File: src/logic/rv_pkg.sv
package rv_pkg;

  // data path widths
  typedef logic [31:0] word_t;
  typedef logic [31:0] addr_t;
  typedef logic [31:0] insn_t;
  typedef logic [4:0] reg_idx_t;

  // instruction memory geometry
  localparam int IMEM_WORDS = 256;
  typedef logic [$clog2(IMEM_WORDS)-1:0] imem_idx_t;

  localparam addr_t RESET_PC = 32'h0000_0000;

  // major opcodes
  localparam logic [6:0] OPCODE_OP     = 7'b01_100_11;
  localparam logic [6:0] OPCODE_OP_IMM = 7'b00_100_11;
  localparam logic [6:0] OPCODE_LUI    = 7'b01_101_11;
  localparam logic [6:0] OPCODE_AUIPC  = 7'b00_101_11;
  localparam logic [6:0] OPCODE_JAL    = 7'b11_011_11;
  localparam logic [6:0] OPCODE_JALR   = 7'b11_001_11;
  localparam logic [6:0] OPCODE_BRANCH = 7'b11_000_11;
  localparam logic [6:0] OPCODE_SYSTEM = 7'b11_100_11;

  localparam insn_t INSN_ECALL = 32'h0000_0073;

  typedef enum logic [3:0] {
    ALU_ADD,
    ALU_SUB,
    ALU_SLL,
    ALU_SLT,
    ALU_SLTU,
    ALU_XOR,
    ALU_SRL,
    ALU_SRA,
    ALU_OR,
    ALU_AND,
    ALU_PASS_IMM
  } alu_op_e;

  // fetch to decode
  typedef struct packed {
    logic  valid;
    addr_t pc;
    insn_t insn;
  } fetch_t;

  // decode to execute
  typedef struct packed {
    logic       valid;
    addr_t      pc;
    insn_t      insn;
    alu_op_e    alu_op;
    reg_idx_t   rs1;
    reg_idx_t   rs2;
    word_t      rs1_data;
    word_t      rs2_data;
    word_t      imm;
    reg_idx_t   rd;
    logic       rd_we;
    logic       use_imm;
    logic       is_auipc;
    logic       is_branch;
    logic [2:0] br_funct3;
    logic       is_jal;
    logic       is_jalr;
    logic       is_halt;
  } exec_t;

  // execute to result
  typedef struct packed {
    logic     valid;
    addr_t    pc;
    insn_t    insn;
    reg_idx_t rd;
    logic     rd_we;
    word_t    data;
    logic     halt;
  } result_t;

  typedef struct packed {
    logic     we;
    reg_idx_t rd;
    word_t    data;
  } rf_write_t;

  typedef struct packed {
    logic  valid;
    addr_t target;
  } redirect_t;

  typedef struct packed {
    logic  valid;
    addr_t pc;
    insn_t insn;
  } retire_t;

endpackage
File: src/logic/fetch_unit.sv
module fetch_unit (
  input  logic               clk,
  input  logic               rst,
  input  rv_pkg::redirect_t  redirect,
  output rv_pkg::imem_idx_t  imem_idx,
  input  rv_pkg::insn_t      imem_insn,
  output rv_pkg::fetch_t     fetch
);

  rv_pkg::addr_t pc;
  rv_pkg::addr_t pc_q;
  logic          valid_q;

  always_ff @(posedge clk) begin
    if (rst) begin
      pc      <= rv_pkg::RESET_PC;
      valid_q <= 1'b0;
    end else begin
      pc      <= redirect.valid ? redirect.target : pc + 32'd4;
      // the word read at a redirect edge is on the wrong path
      valid_q <= !redirect.valid;
    end
    pc_q <= pc;
  end

  assign imem_idx = pc[2 +: $bits(rv_pkg::imem_idx_t)];

  // pc_q lines up with the memory output
  assign fetch = '{valid: valid_q, pc: pc_q, insn: imem_insn};

  a_pc_aligned : assert property (@(posedge clk) disable iff (rst) pc[1:0] == 2'b00);

endmodule

File: config.mk
export PLATFORM = sky130hd
export DESIGN_NAME = fetch_unit
export DESIGN_NICKNAME = d
export VERILOG_FILES = /design/src/logic/rv_pkg.sv /design/src/logic/fetch_unit.sv
export SDC_FILE = /design/constraint.sdc
export NUM_CORES = 1
export LEC_CHECK = 0
export BUFFER_PORTS_ARGS = -buffer_cell sky130_fd_sc_hd__buf_2
export CAP_MARGIN = 10
export CORE_MARGIN = 2
export CORE_UTILIZATION = 30
export DETAILED_ROUTE_END_ITERATION = 12
export PLACE_DENSITY_LB_ADDON = 0.1
export SLEW_MARGIN = 10
export SYNTH_ARGS = -nofsm -noshare
export SYNTH_HDL_FRONTEND = slang
export SYNTH_SLANG_ARGS = --single-unit
File: constraint.sdc
create_clock -name clk -period 3.3 [get_ports clk]
set_clock_uncertainty 0.2 [all_clocks]
set_input_delay 0.33 -clock clk [delete_from_list [all_inputs] [get_ports clk]]
set_output_delay 0.33 -clock clk [all_outputs]
set_load 0.05 [all_outputs]
==> results of run 1 <==
==> registers in the layout (all words and copies together) (netlist names) <==
register	flops
valid_q	1
pc	32
pc_q	32
==> layout by cell type, fill, tap and decap left out, types with 6 or more instances in the layout <==
cell type and instances:
buf_2 75, dfxtp_1 65, nor2_1 32, nand2_1 20
nor4_1 11, a311oi_1 11, nand4_1 9, a211oi_1 9
xnor2_1 9, clkbuf_8 9, nand3_1 8, inv_1 6
or3_1 6
==> power groups by stage <==
stage               Combinational (uW)  Clock [uW]  Sequential [uW]
finish                             252         643              886
global route                       272         710              894
CTS                                256         668              886
detailed placement                 256           0              904
global placement                   254           0              903
floorplan                          207           0              986
==> layout make-up <==
cell class              instances  area (sq um)  area share
flip-flops and latches         65          1301      0.4158
clock buffers                  11         131.4     0.04198
clock inverters                 4         45.04     0.01439
multi-input cells             173          1096      0.3503
well taps                     111         138.9     0.04438
inverters                       7         26.28    0.008397
repair buffers                 77         390.4      0.1248
==> worst paths after layout <==
check	start	to	depth (start not counted)
setup / recovery	pc[2]	pc[26]	5
hold reg to reg	pc[1]	pc_q[1]	0
setup reg to reg	pc[2]	pc[26]	5
hold / removal	redirect[3]	pc[3]	3
==> metal layers <==
layer	GRT usage	routed length, microns	vias up
met2	0.2230	3194	69
met1	0.1751	3145	1041
met5	0	5	-
met4	0.05901	82	2
li1	-	-	1104
met3	0.04178	404	14
==> stage by stage <==
stage,instances,hold WS (ps)
6_report,448,27.12
5_1_grt,448,44.55
4_1_cts,448,9.160
3_5_place_dp,433,140.2
3_3_place_gp,433,136.2
2_1_floorplan,299,130.1
==> critical path, stage by stage (launching register included) <==
cell and delay [ps]:
dfxtp_1 410, ha_1 280, nand4_4 190, or3_1 520, or4_1 540, a311oi_1 250
==> logic make-up (layout without fill, tap and decap cells) <==
| logic type | Yosys count | count (layout) | share of synthesized area |
|---|---|---|---|
| buffers and inverters | 61 | 99 | 0.1404 |
| xor gates and xnor gates | 11 | 11 | 0.03455 |
| adders and majority gates | 1 | 1 | 0.004486 |
| muxes | 3 | 3 | 0.01077 |
| DFF | 65 | 65 | 0.4666 |
| and+or+nand+nor | 115 | 115 | 0.2243 |
| AOI/OAI and AO/OA | 43 | 43 | 0.1189 |
==> impl_metrics.py, run 1 <==
metrics = {
    "status": {
        "outcome": "complete, no violations",
    },
    "floorplan": {
        "die_h_microns": 100.4,
        "die_w_microns": 100.4,
        "initial_core_util": 0.3062,
        "pin_count": 140,
        "dieArea_sq_um": 10080,
        "num_rows": 35,
        "coreArea_sq_um": 9109,
    },
    "worst_hold_path": {
        "hp-class": "input port to flop",
    },
    "detailed_routing": {
        "vias": 2230,
        "wl_per_cell_microns": 15.25,
        "first_pass_iters": 4,
        "drt_iter0_drc": 85,
        "drtAntennaViolNets": 0,
        "via_per_inst": 4.978,
        "drc": 0,
        "wirelength_microns": 6831,
    },
    "layout": {
        "area_growth_pct": 12.20,
        "fin_nets": 401,
        "diodes": 0,
        "drive_above_1_share": 0.2819,
        "fin_area_sq_um": 3129,
        "fill_cells": 994,
        "fin_util": 0.3435,
    },
    "clock_tree": {
        "path_clk_slew_ps": 70,
        "cts_resized": 0,
        "post-cts-setup-buffers": 0,
        "root_buffer": "clkbuf_8",
        "cts_tree": "yes",
        "clockBufferDepth": 2,
        "clock_sinks": 65,
        "ctsHoldBuffers": 0,
        "numCtsBuffers": 9,
        "htreeDepth": 3,
        "clock_latency_ps": 340,
    },
    "power": {
        "p_clk_frac": 0.361,
        "p_per_area_nw_per_um2": 569.1,
        "swShare": 0.2975,
        "p_leak_uw": 0.001252,
        "power.internal_uw": 1251,
        "power_frac_comb": 0.142,
        "total_power_uw": 1781,
        "vdd_drop_max_mv": 0.2772,
        "switching_power_uw": 529.8,
        "seq_power_share": 0.497,
    },
    "sta": {
        "timing.final.ws_setup_ps": 829.3,
        "fin_crit_sh": 0.7487,
        "tightest_slew_ps": 668.0,
        "final.min_clock_period_ps": 2471,
        "max_freq_mhz": 404.7,
        "finalSetupViolations": 0,
        "slew_headroom": 0.5505,
        "setup_tns_ps": 0,
        "slew_viol_final": 0,
        "rsz0062_at_grt": "false",
        "final-hold-violation-count": 0,
    },
    "placed_design": {
        "dp_hpwl_microns": 4697,
        "placed_area_sq_um": 2953,
        "io_buffers": 75,
        "pre_cts_slack_ps": 832.7,
        "finalWeightedCongestion": 0.7312,
    },
    "synthesis": {
        "synthTopCellsByCount": "dfxtp_1, buf_4, nor2_1",
        "synth_nets": 367,
        "avgSynthCellArea_sq_um": 9.328,
        "seq_area_frac_synth": 0.4666,
        "synthCells": 299,
        "ys_seq_elements": 65,
        "synth.top_cell.area_share": 0.4666,
        "synth_area_leaders": "dfxtp_1, buf_4, nor2_1",
        "synth_edf_count": 0,
        "synth_area_sq_um": 2789,
        "yosysMostFrequentCell": "dfxtp_1",
        "yosys_most_used_dff": "dfxtp_1",
        "ys_types": 43,
        "ys_warn_count": 0,
        "yosysTopAreaCell": "dfxtp_1",
        "synth_async_sr_flop_share": 0,
    },
    "critical_path": {
        "cp-start-kind": "flop",
        "crit_fanout": 9,
        "reg2reg_slack_ps": 830,
        "worstPathArrival_ps": 2530,
        "path_class": "flop to flop",
        "worstPathRequired_ps": 3350,
        "end_kind": "flop",
    },
    "global_routing": {
        "grt_pass1_wl_microns": 10920,
        "grt_antenna_before_repair": 1,
        "grt_overflow": 0,
        "grt_max_degree": 45,
        "first_global_vias": 2143,
        "grt_use_total": 0.1396,
    },
    "job": {
        "maxCapViolCount": 0,
    },
}
(Power assumes the default switching activity.)
==> run 2, diff against run 1 <==
==> constraint.sdc (replaced) <==
create_clock -name clk -period 2 [get_ports clk]
set_clock_uncertainty 0.2 [all_clocks]
set_input_delay 0.2 -clock clk [delete_from_list [all_inputs] [get_ports clk]]
set_output_delay 0.2 -clock clk [all_outputs]
set_load 0.05 [all_outputs]
==> impl_metrics.py, run 2 (synthesized netlist as in run 1, its figures left out) <==
metrics = {
    "power": {
        "vdd_drop_max_mv": 0.3569,
        "p_per_area_nw_per_um2": 764.2,
        "p_leak_uw": 0.001592,
    },
    "detailed_routing": {
        "wirelength_microns": 7659,
        "via_per_inst": 4.758,
        "first_pass_iters": 4,
        "drt_iter0_drc": 55,
        "drc": 0,
        "drtAntennaViolNets": 0,
        "vias": 2493,
        "wl_per_cell_microns": 14.62,
    },
    "layout": {
        "layout_commonest_cell": "buf_2",
        "fin_nets": 476,
        "top_regs": "pc x32, pc_q x32, valid_q x1",
        "diodes": 0,
        "mostFrequentLayoutCells": "buf_2, dfxtp_1, buf_4",
        "drive_above_1_share": 0.3801,
        "area_growth_pct": 36.97,
        "fill_cells": 949,
        "fin_area_sq_um": 3820,
    },
    "placed_design": {
        "finalWeightedCongestion": 0.8287,
        "placed_area_sq_um": 3293,
        "io_buffers": 75,
        "dp_hpwl_microns": 5541,
    },
    "global_routing": {
        "grt_antenna_before_repair": 0,
        "grt_max_degree": 34,
        "grt_overflow": 0,
        "first_global_vias": 2394,
        "grt_pass1_wl_microns": 12200,
        "grt_use_total": 0.1549,
    },
    "clock_tree": {
        "path_clk_slew_ps": 70,
        "root_buffer": "clkbuf_8",
        "numCtsBuffers": 9,
        "clock_sinks": 65,
        "clockBufferDepth": 2,
        "htreeDepth": 3,
        "cts_tree": "yes",
        "clock_latency_ps": 330,
    },
    "sta": {
        "timing.final.ws_setup_ps": -0.2782,
        "max_freq_mhz": 499.9,
        "final-hold-violation-count": 0,
        "fin_crit_sh": 1.000,
        "final.min_clock_period_ps": 2000,
        "finalSetupViolations": 1,
        "whs_ps": 34.27,
        "tightest_slew_ps": 697.3,
        "rsz0062_at_grt": "true",
        "slew_viol_final": 0,
        "slew_headroom": 0.5352,
    },
    "critical_path": {
        "worstPathRequired_ps": 2050,
        "worstPathBufferInverterCount": 0,
        "crit_family": "simple AND/OR/NAND/NOR gates",
        "cpMaxStageDelayCell": "or4_1",
        "worstPathArrival_ps": 2050,
        "cpPeakStageDelay_ps": 500,
        "crit_fanout": 8,
        "cp-start-kind": "flop",
        "end_kind": "flop",
        "crit_chain": "ha_4 -> nand4_4 -> or3_4 -> or4_1 -> a311oi_1",
        "path_class": "flop to flop",
    },
    "floorplan": {
        "die_w_microns": 100.4,
        "pin_count": 140,
        "initial_core_util": 0.3062,
        "num_rows": 35,
        "dieArea_sq_um": 10080,
        "coreArea_sq_um": 9109,
        "die_h_microns": 100.4,
    },
    "status": {
        "outcome": "finished, violations left",
        "violations": "setup timing",
    },
    "worst_hold_path": {
        "hp-class": "input port to flop",
    },
    "job": {
        "maxCapViolCount": 0,
    },
}
[run 2: layout make-up]
type	instances	area, sq um	share of cell area
timing repair buffer	152	1028	0.2692
tap	111	138.9	0.03636
clock buffer	12	135.1	0.03538
clock inverter	4	20.02	0.005241
multi-input combinational	173	1155	0.3023
inverter	7	26.28	0.006878
sequential	65	1316	0.3446
[run 2: per-layer routing]
layer | part of all wire | global-route usage | vias up
met1 | 0.46 | 0.2055 | 1140
met2 | 0.47 | 0.2478 | 90
met5 | 0 | 0 | -
met3 | 0.061 | 0.04735 | 10
li1 | - | - | 1253
met4 | 0.010 | 0.03583 | 0
[run 2: final timing paths]
kind | startpoint | endpoint | slack, ps | depth (start not counted)
worst max register to register | pc[2] | pc[26] | -0.3 | 5
worst min register to register | pc[1] | pc_q[1] | 160 | 0
worst max-delay path | pc[2] | pc[26] | -0.3 | 5
worst min-delay path | redirect[32] | pc[23] | 30 | 3
[run 2: per-stage QoR]
step / utilization / worst slack (ps) / total power, uW / TNS (ps) / std cells
after floorplan: - / -123.4 / 1972 / -414.1 / 299
after global placement: 0.3615 / -93.01 / 1966 / -274.7 / 475
after detailed placement: 0.3615 / -107.4 / 1968 / -416.5 / 475
after CTS: 0.4135 / -39.00 / 2965 / -99.61 / 522
after global routing: 0.4194 / -75.36 / 3080 / -386.7 / 524
final: 0.4194 / -0.2782 / 2919 / -0.2782 / 524
[run 2: power by group]
| part | switching, uW | internal [uW] | total [uW] |
|---|---|---|---|
| Combinational | 347 | 200 | 547 |
| Sequential | 54.4 | 1390 | 1440 |
| Clock | 490 | 443 | 933 |
[run 2: timing repair]
action,CTS,global route
endpoints found under the setup margin,7,13
pin swaps,1,4
hold endpoints to repair,30,0
resized for setup,2,8
hold buffers,30,0
setup buffers,1,2
[run 2: tightest hold or removal path: stages]
cell      delay, ps
buf_2           130
nand2b_1         70
nor4bb_1        120
