[config.mk]
export PLATFORM = sky130hd
export DESIGN_NAME = decode_stage
export DESIGN_NICKNAME = d
export VERILOG_FILES = /design/src/logic/rv_pkg.sv /design/src/logic/decode_stage.sv /design/src/logic/reg_file.sv
export SDC_FILE = /design/constraint.sdc
export NUM_CORES = 2
export LEC_CHECK = 0
export ABC_CLOCK_PERIOD_IN_PS = 4100
export BUFFER_PORTS_ARGS = -buffer_cell sky130_fd_sc_hd__buf_2
export CAP_MARGIN = 20
export CORE_ASPECT_RATIO = 0.75
export CORE_MARGIN = 8
export CORE_UTILIZATION = 55
export CTS_CLUSTER_DIAMETER = 120
export CTS_CLUSTER_SIZE = 20
export DETAILED_ROUTE_END_ITERATION = 7
export GPL_TIMING_DRIVEN = 0
export PLACE_DENSITY = 0.78
export RECOVER_POWER = 50
export SLEW_MARGIN = 20
export SYNTH_ARGS = -nofsm -noshare
export SYNTH_HDL_FRONTEND = slang
export SYNTH_SLANG_ARGS = --single-unit
export TNS_END_PERCENT = 100
[constraint.sdc]
create_clock -name clk -period 4.1 [get_ports clk]
set_input_delay 0.205 -clock clk [delete_from_list [all_inputs] [get_ports clk]]
set_output_delay 0.205 -clock clk [all_outputs]
set_load 0.02 [all_outputs]
[src/logic/rv_pkg.sv]
package rv_pkg;

  // data path widths
  typedef logic [31:0] word_t;
  typedef logic [31:0] addr_t;
  typedef logic [31:0] insn_t;
  typedef logic [4:0] reg_idx_t;

  // instruction memory geometry
  localparam int IMEM_WORDS = 256;
  typedef logic [$clog2(IMEM_WORDS)-1:0] imem_idx_t;

  localparam addr_t RESET_PC = 32'h0000_0000;

  // major opcodes
  localparam logic [6:0] OPCODE_OP     = 7'b01_100_11;
  localparam logic [6:0] OPCODE_OP_IMM = 7'b00_100_11;
  localparam logic [6:0] OPCODE_LUI    = 7'b01_101_11;
  localparam logic [6:0] OPCODE_AUIPC  = 7'b00_101_11;
  localparam logic [6:0] OPCODE_JAL    = 7'b11_011_11;
  localparam logic [6:0] OPCODE_JALR   = 7'b11_001_11;
  localparam logic [6:0] OPCODE_BRANCH = 7'b11_000_11;
  localparam logic [6:0] OPCODE_SYSTEM = 7'b11_100_11;

  localparam insn_t INSN_ECALL = 32'h0000_0073;

  typedef enum logic [3:0] {
    ALU_ADD,
    ALU_SUB,
    ALU_SLL,
    ALU_SLT,
    ALU_SLTU,
    ALU_XOR,
    ALU_SRL,
    ALU_SRA,
    ALU_OR,
    ALU_AND,
    ALU_PASS_IMM
  } alu_op_e;

  // fetch to decode
  typedef struct packed {
    logic  valid;
    addr_t pc;
    insn_t insn;
  } fetch_t;

  // decode to execute
  typedef struct packed {
    logic       valid;
    addr_t      pc;
    insn_t      insn;
    alu_op_e    alu_op;
    reg_idx_t   rs1;
    reg_idx_t   rs2;
    word_t      rs1_data;
    word_t      rs2_data;
    word_t      imm;
    reg_idx_t   rd;
    logic       rd_we;
    logic       use_imm;
    logic       is_auipc;
    logic       is_branch;
    logic [2:0] br_funct3;
    logic       is_jal;
    logic       is_jalr;
    logic       is_halt;
  } exec_t;

  // execute to result
  typedef struct packed {
    logic     valid;
    addr_t    pc;
    insn_t    insn;
    reg_idx_t rd;
    logic     rd_we;
    word_t    data;
    logic     halt;
  } result_t;

  typedef struct packed {
    logic     we;
    reg_idx_t rd;
    word_t    data;
  } rf_write_t;

  typedef struct packed {
    logic  valid;
    addr_t target;
  } redirect_t;

  typedef struct packed {
    logic  valid;
    addr_t pc;
    insn_t insn;
  } retire_t;

endpackage
[src/logic/decode_stage.sv]
module decode_stage (
  input  logic              clk,
  input  logic              rst,
  input  rv_pkg::fetch_t    fetch,
  input  rv_pkg::redirect_t redirect,
  input  rv_pkg::rf_write_t wr,
  output rv_pkg::exec_t     exec
);

  logic [6:0]       opcode;
  logic [2:0]       funct3;
  logic [6:0]       funct7;
  rv_pkg::reg_idx_t rs1;
  rv_pkg::reg_idx_t rs2;
  rv_pkg::reg_idx_t rd;
  rv_pkg::word_t    imm_i;
  rv_pkg::word_t    imm_u;
  rv_pkg::word_t    imm_b;
  rv_pkg::word_t    imm_j;
  rv_pkg::word_t    rs1_data;
  rv_pkg::word_t    rs2_data;
  rv_pkg::alu_op_e  alu_op;
  rv_pkg::exec_t    exec_d;

  assign {funct7, rs2, rs1, funct3, rd, opcode} = fetch.insn;

  assign imm_i = {{20{fetch.insn[31]}}, fetch.insn[31:20]};
  assign imm_u = {fetch.insn[31:12], 12'b0};
  assign imm_b = {{20{fetch.insn[31]}}, fetch.insn[7], fetch.insn[30:25],
                  fetch.insn[11:8], 1'b0};
  assign imm_j = {{12{fetch.insn[31]}}, fetch.insn[19:12], fetch.insn[20],
                  fetch.insn[30:21], 1'b0};

  reg_file i_reg_file (
    .clk      (clk),
    .rst      (rst),
    .rs1      (rs1),
    .rs2      (rs2),
    .rs1_data (rs1_data),
    .rs2_data (rs2_data),
    .wr       (wr)
  );

  // shared by op and op-imm; sub only exists in the register form
  always_comb begin
    case (funct3)
      3'b000:  alu_op = (opcode == rv_pkg::OPCODE_OP && funct7[5]) ? rv_pkg::ALU_SUB
                                                                  : rv_pkg::ALU_ADD;
      3'b001:  alu_op = rv_pkg::ALU_SLL;
      3'b010:  alu_op = rv_pkg::ALU_SLT;
      3'b011:  alu_op = rv_pkg::ALU_SLTU;
      3'b100:  alu_op = rv_pkg::ALU_XOR;
      3'b101:  alu_op = funct7[5] ? rv_pkg::ALU_SRA : rv_pkg::ALU_SRL;
      3'b110:  alu_op = rv_pkg::ALU_OR;
      default: alu_op = rv_pkg::ALU_AND;
    endcase
  end

  always_comb begin
    exec_d           = '0;
    exec_d.valid     = fetch.valid;
    exec_d.pc        = fetch.pc;
    exec_d.insn      = fetch.insn;
    exec_d.alu_op    = alu_op;
    exec_d.rs1       = rs1;
    exec_d.rs2       = rs2;
    exec_d.rs1_data  = rs1_data;
    exec_d.rs2_data  = rs2_data;
    exec_d.rd        = rd;
    exec_d.br_funct3 = funct3;
    case (opcode)
      rv_pkg::OPCODE_OP: begin
        exec_d.rd_we = 1'b1;
      end
      rv_pkg::OPCODE_OP_IMM: begin
        exec_d.rd_we   = 1'b1;
        exec_d.use_imm = 1'b1;
        exec_d.imm     = imm_i;
      end
      rv_pkg::OPCODE_LUI: begin
        exec_d.rd_we   = 1'b1;
        exec_d.use_imm = 1'b1;
        exec_d.imm     = imm_u;
        exec_d.alu_op  = rv_pkg::ALU_PASS_IMM;
      end
      rv_pkg::OPCODE_AUIPC: begin
        exec_d.rd_we    = 1'b1;
        exec_d.is_auipc = 1'b1;
        exec_d.imm      = imm_u;
      end
      rv_pkg::OPCODE_JAL: begin
        exec_d.rd_we  = 1'b1;
        exec_d.is_jal = 1'b1;
        exec_d.imm    = imm_j;
      end
      rv_pkg::OPCODE_JALR: begin
        exec_d.rd_we   = 1'b1;
        exec_d.is_jalr = 1'b1;
        exec_d.imm     = imm_i;
      end
      rv_pkg::OPCODE_BRANCH: begin
        exec_d.is_branch = 1'b1;
        exec_d.imm       = imm_b;
      end
      rv_pkg::OPCODE_SYSTEM: begin
        exec_d.is_halt = (fetch.insn == rv_pkg::INSN_ECALL);
      end
      // unknown opcodes pass through and write nothing
      default: ;
    endcase
  end

  always_ff @(posedge clk) begin
    exec <= exec_d;
    if (rst || redirect.valid) begin
      exec.valid <= 1'b0;
    end
  end

endmodule

[src/logic/reg_file.sv]
module reg_file (
  input  logic              clk,
  input  logic              rst,
  input  rv_pkg::reg_idx_t  rs1,
  input  rv_pkg::reg_idx_t  rs2,
  output rv_pkg::word_t     rs1_data,
  output rv_pkg::word_t     rs2_data,
  input  rv_pkg::rf_write_t wr
);

  rv_pkg::word_t regs [1:31];

  function automatic rv_pkg::word_t read_reg(rv_pkg::reg_idx_t idx);
    if (idx == '0) begin
      return '0;
    end
    // same-cycle write goes straight through
    if (wr.we && wr.rd == idx) begin
      return wr.data;
    end
    return regs[idx];
  endfunction

  always_comb begin
    rs1_data = read_reg(rs1);
    rs2_data = read_reg(rs2);
  end

  always_ff @(posedge clk) begin
    if (rst) begin
      for (int i = 1; i < 32; i++) begin
        regs[i] <= '0;
      end
    end else if (wr.we && wr.rd != '0) begin
      regs[wr.rd] <= wr.data;
    end
  end

  // result stage filters x0 writes before they get here
  a_no_x0_write : assert property (@(posedge clk) disable iff (rst) wr.we |-> wr.rd != '0);

endmodule

==> metrics.md <==
| Metric | Value |
|---|---|
| Outcome | `complete, but fails checks` |
| Failing checks | `design-rule violations, max-capacitance violations, max-slew violations, negative setup slack` |
| HP Class | `in2reg` |
| PwrDens | `394 nW/um^2` |
| Fin crit period | `between 4 and 5 ns` |
| Fin crit share | `1.03` |
| Number of gates resized after cts | `0` |
| Die height | `about 300 um` |
| Area leader, netlist | `edfxtp_1` |
| Setup CP Type | `in2reg` |
| Mean post-synth cell area | `15.2 um^2` |
| Post-synthesis sequential area ratio | `0.581` |
| EDFF count, synth | `1024` |
| Total power | `25.6 mW` |
| CTS clock-pin slew for the worst setup and hold paths | `0.08 ns` |
| CTS Root Cell | `clkbuf_16` |
| Post-route cell area | `between 60000 and 70000 um^2` |
| CTS tree | `yes` |
| Mapped Area | `between 50000 and 60000 um^2` |
| Least-Margin Pin Slew | `3.27 ns` |
| Die ar. | `between 100000 and 150000 um^2` |
| Final Hold Vio Count | `0` |
| TritonCTS Buffers | `69` |
| Post-DP HPWL | `156000 um` |
| Max cap viols | `3` |
| Fmax | `237 MHz` |
| Final WL | `roughly 220000 um` |
| H-Tree Depth | `3` |
| WHS | `about 0.14 ns` |
| Placed instance count | `5642` |
| Vias in the first global route | `40200` |
| Row cnt | `104` |
| Syn-to-layout area delta | `10.6%` |
| Initial drt markers | `8035` |
| Initial antenna violation count | `12` |
| Synth top area share | `0.523` |
| Worst Clk Skew | `approximately 0.026 ns` |
| Total GRT Usage | `0.362` |
| Cell with the most instances after synthesis | `edfxtp_1` |
| ANT nets after route | `0` |
| Hold buffer count at CTS | `98` |
| Via-to-Cell Ratio | `between 7 and 8` |
| Vias | `41200` |
| Port bufs | `292` |
| CP Max Fanout | `10` |
| Die W | `roughly 390 um` |
| Nets | `4520` |
| Ys async rst share | `0` |
| Latest clock arrival within the worst-skew pair | `0.71 ns` |
| Initial Util | `0.552` |
| Post-synthesis sequential element count | `1196` |
| Top post-synthesis cells by area | `edfxtp_1 52%, mux4_2 19%, and2_1 10%` |
| Synth Instances | `3883` |
| Crit path launch type | `input pin` |
| Max-slew headroom | `-1.18` |
| DRC Markers | `5` |
| Initial DRT Pass Iterations | `8` |
| Main synth FF type | `edfxtp_1` |
| Post-Layout Cell Count | `around 6000` |
| Fin Setup TNS | `-0.310 ns` |
| Crit path capture type | `register` |
| Data arrival, critical path | `roughly 4.8 ns` |
| CP required | `roughly 4.7 ns` |
| Max clock buf depth | `3` |
| Synth Warn # | `0` |
| First-pass GRT wire length | `301000 um` |
| Post-synth top cells | `1024 x edfxtp_1, 943 x and2_1, 499 x mux4_2, 279 x clkbuf_1, 172 x dfxtp_1` |
| Post-CTS Setup Bufs | `0` |
| Share of post-route cells with drive strength above 1 | `0.186` |
| Routability congestion estimate from global placement | `between 1 and 1.5` |
| Final setup viols | `5` |
| Unrepaired setup endpoints after global routing | `no` |
| Largest net degree at the start of global routing | `33` |
| Overflow left after global routing | `0` |
| Pleak | `22.0 nW` |
| VDD IR max | `0.359 mV` |
| # clock sinks | `1196` |
| Final WS setup | `-0.125 ns` |
| Ports | `about 330` |
| Max Slew Vio Count | `99` |
| Dpl cell area | `slightly above 60000 um^2` |
| WL per Instance | `37.5 um` |
| Core area | `107000 um^2` |
| Synth cell types | `57` |
## per-stage QoR
step / util / setup WS (ns)
2_1_floorplan: - / 2.00
3_3_place_gp: 0.583 / -0.193
3_5_place_dp: 0.584 / 0.127
4_1_cts: 0.612 / 0.286
5_1_grt: 0.610 / 0.0582
6_report: 0.610 / -0.125
## power breakdown
group	leakage, nW	total, mW	internal (mW)	switching (mW)
sequential	11.2	14.3	13.9	0.355
clock	0.964	7.52	3.38	4.14
combinational	9.87	3.83	1.40	2.43
total	22.0	25.6	18.7	6.92
## critical path, cell delays in order
cell           delay (ns)
dlygate4sd3_1        0.56
clkbuf_1             0.13
clkbuf_2             0.20
buf_4                0.26
buf_2                0.41
nand3b_1             0.84
buf_2                0.77
o22ai_1              0.15
a211oi_1             0.55
nand2_1              0.24
a32o_1               0.42
## layer usage
metal	wire length, um	GRT usage	up-vias
met2	89800	0.500	4101
li1	-	-	15800
met5	402	0.0101	-
met1	73100	0.461	20500
met4	14400	0.186	15
met3	42200	0.193	778
## cells in the final DEF (no fill, tap or decap), drive strengths merged, types with 6 or more instances in the layout
| cell | netlist | layout |
|---|---|---|
| edfxtp | 1024 | 1024 |
| dlygate4sd3 | 0 | 98 |
| o21ai | 9 | 9 |
| dfxtp | 172 | 172 |
| o221ai | 21 | 21 |
| a21o | 19 | 19 |
| o22ai | 53 | 53 |
| buf | 152 | 182 |
| nor3 | 63 | 63 |
| a32o | 32 | 32 |
| clkinv | 30 | 30 |
| mux2 | 14 | 14 |
| a211oi | 22 | 22 |
| diode | 0 | 10 |
| inv | 7 | 7 |
| conb | 1 | 32 |
| xnor2 | 6 | 6 |
| mux2i | 133 | 133 |
| nor2 | 47 | 47 |
| a22oi | 137 | 137 |
| clkbuf | 280 | 667 |
| or2 | 31 | 31 |
| a21oi | 18 | 18 |
| mux4 | 499 | 499 |
| nand2 | 97 | 97 |
| nor2b | 9 | 9 |
| nand3b | 6 | 6 |
| and2 | 943 | 943 |
## layout make-up
class | count | area (um^2)
fill | 8143 | 41600
sequential | 1196 | 34200
multi-input combinational | 2249 | 22800
timing repair buffer | 397 | 2220
clock buffer | 118 | 2020
buffer | 432 | 1920
tap | 1431 | 1790
inverter | 37 | 139
antenna | 10 | 25.0
## registers in the layout, indices dropped and copies added (netlist names)
signal and flops:
exec 172, i_reg_file.regs 1024
## cells by family after synthesis
logic type                count (synthesis)  share of synthesized area
and+or+nand+nor                        1227                      0.124
muxes                                   646                      0.216
other                                     1                  0.0000637
buffers and inverters                   469                     0.0347
DFF                                    1196                      0.581
xor gates and xnor gates                 11                    0.00164
AOI/OAI and AO/OA                       333                     0.0427
## final timing paths
path,from,end,slack (ns),cells after the start
worst max-delay path,fetch[16],exec[98]$_SDFF_PN0_,-0.13,11
worst min-delay path,fetch[37],exec[162]$_DFF_P_,0.14,2
worst min register to register,i_reg_file.regs[21][15]$_SDFFCE_PN0P_,exec[94]$_SDFF_PN0_,0.94,5
worst max register to register,i_reg_file.regs[2][1]$_SDFFCE_PN0P_,exec[48]$_SDFF_PN0_,1.87,5
No activity file was read; power rests on OpenSTA's default activity.
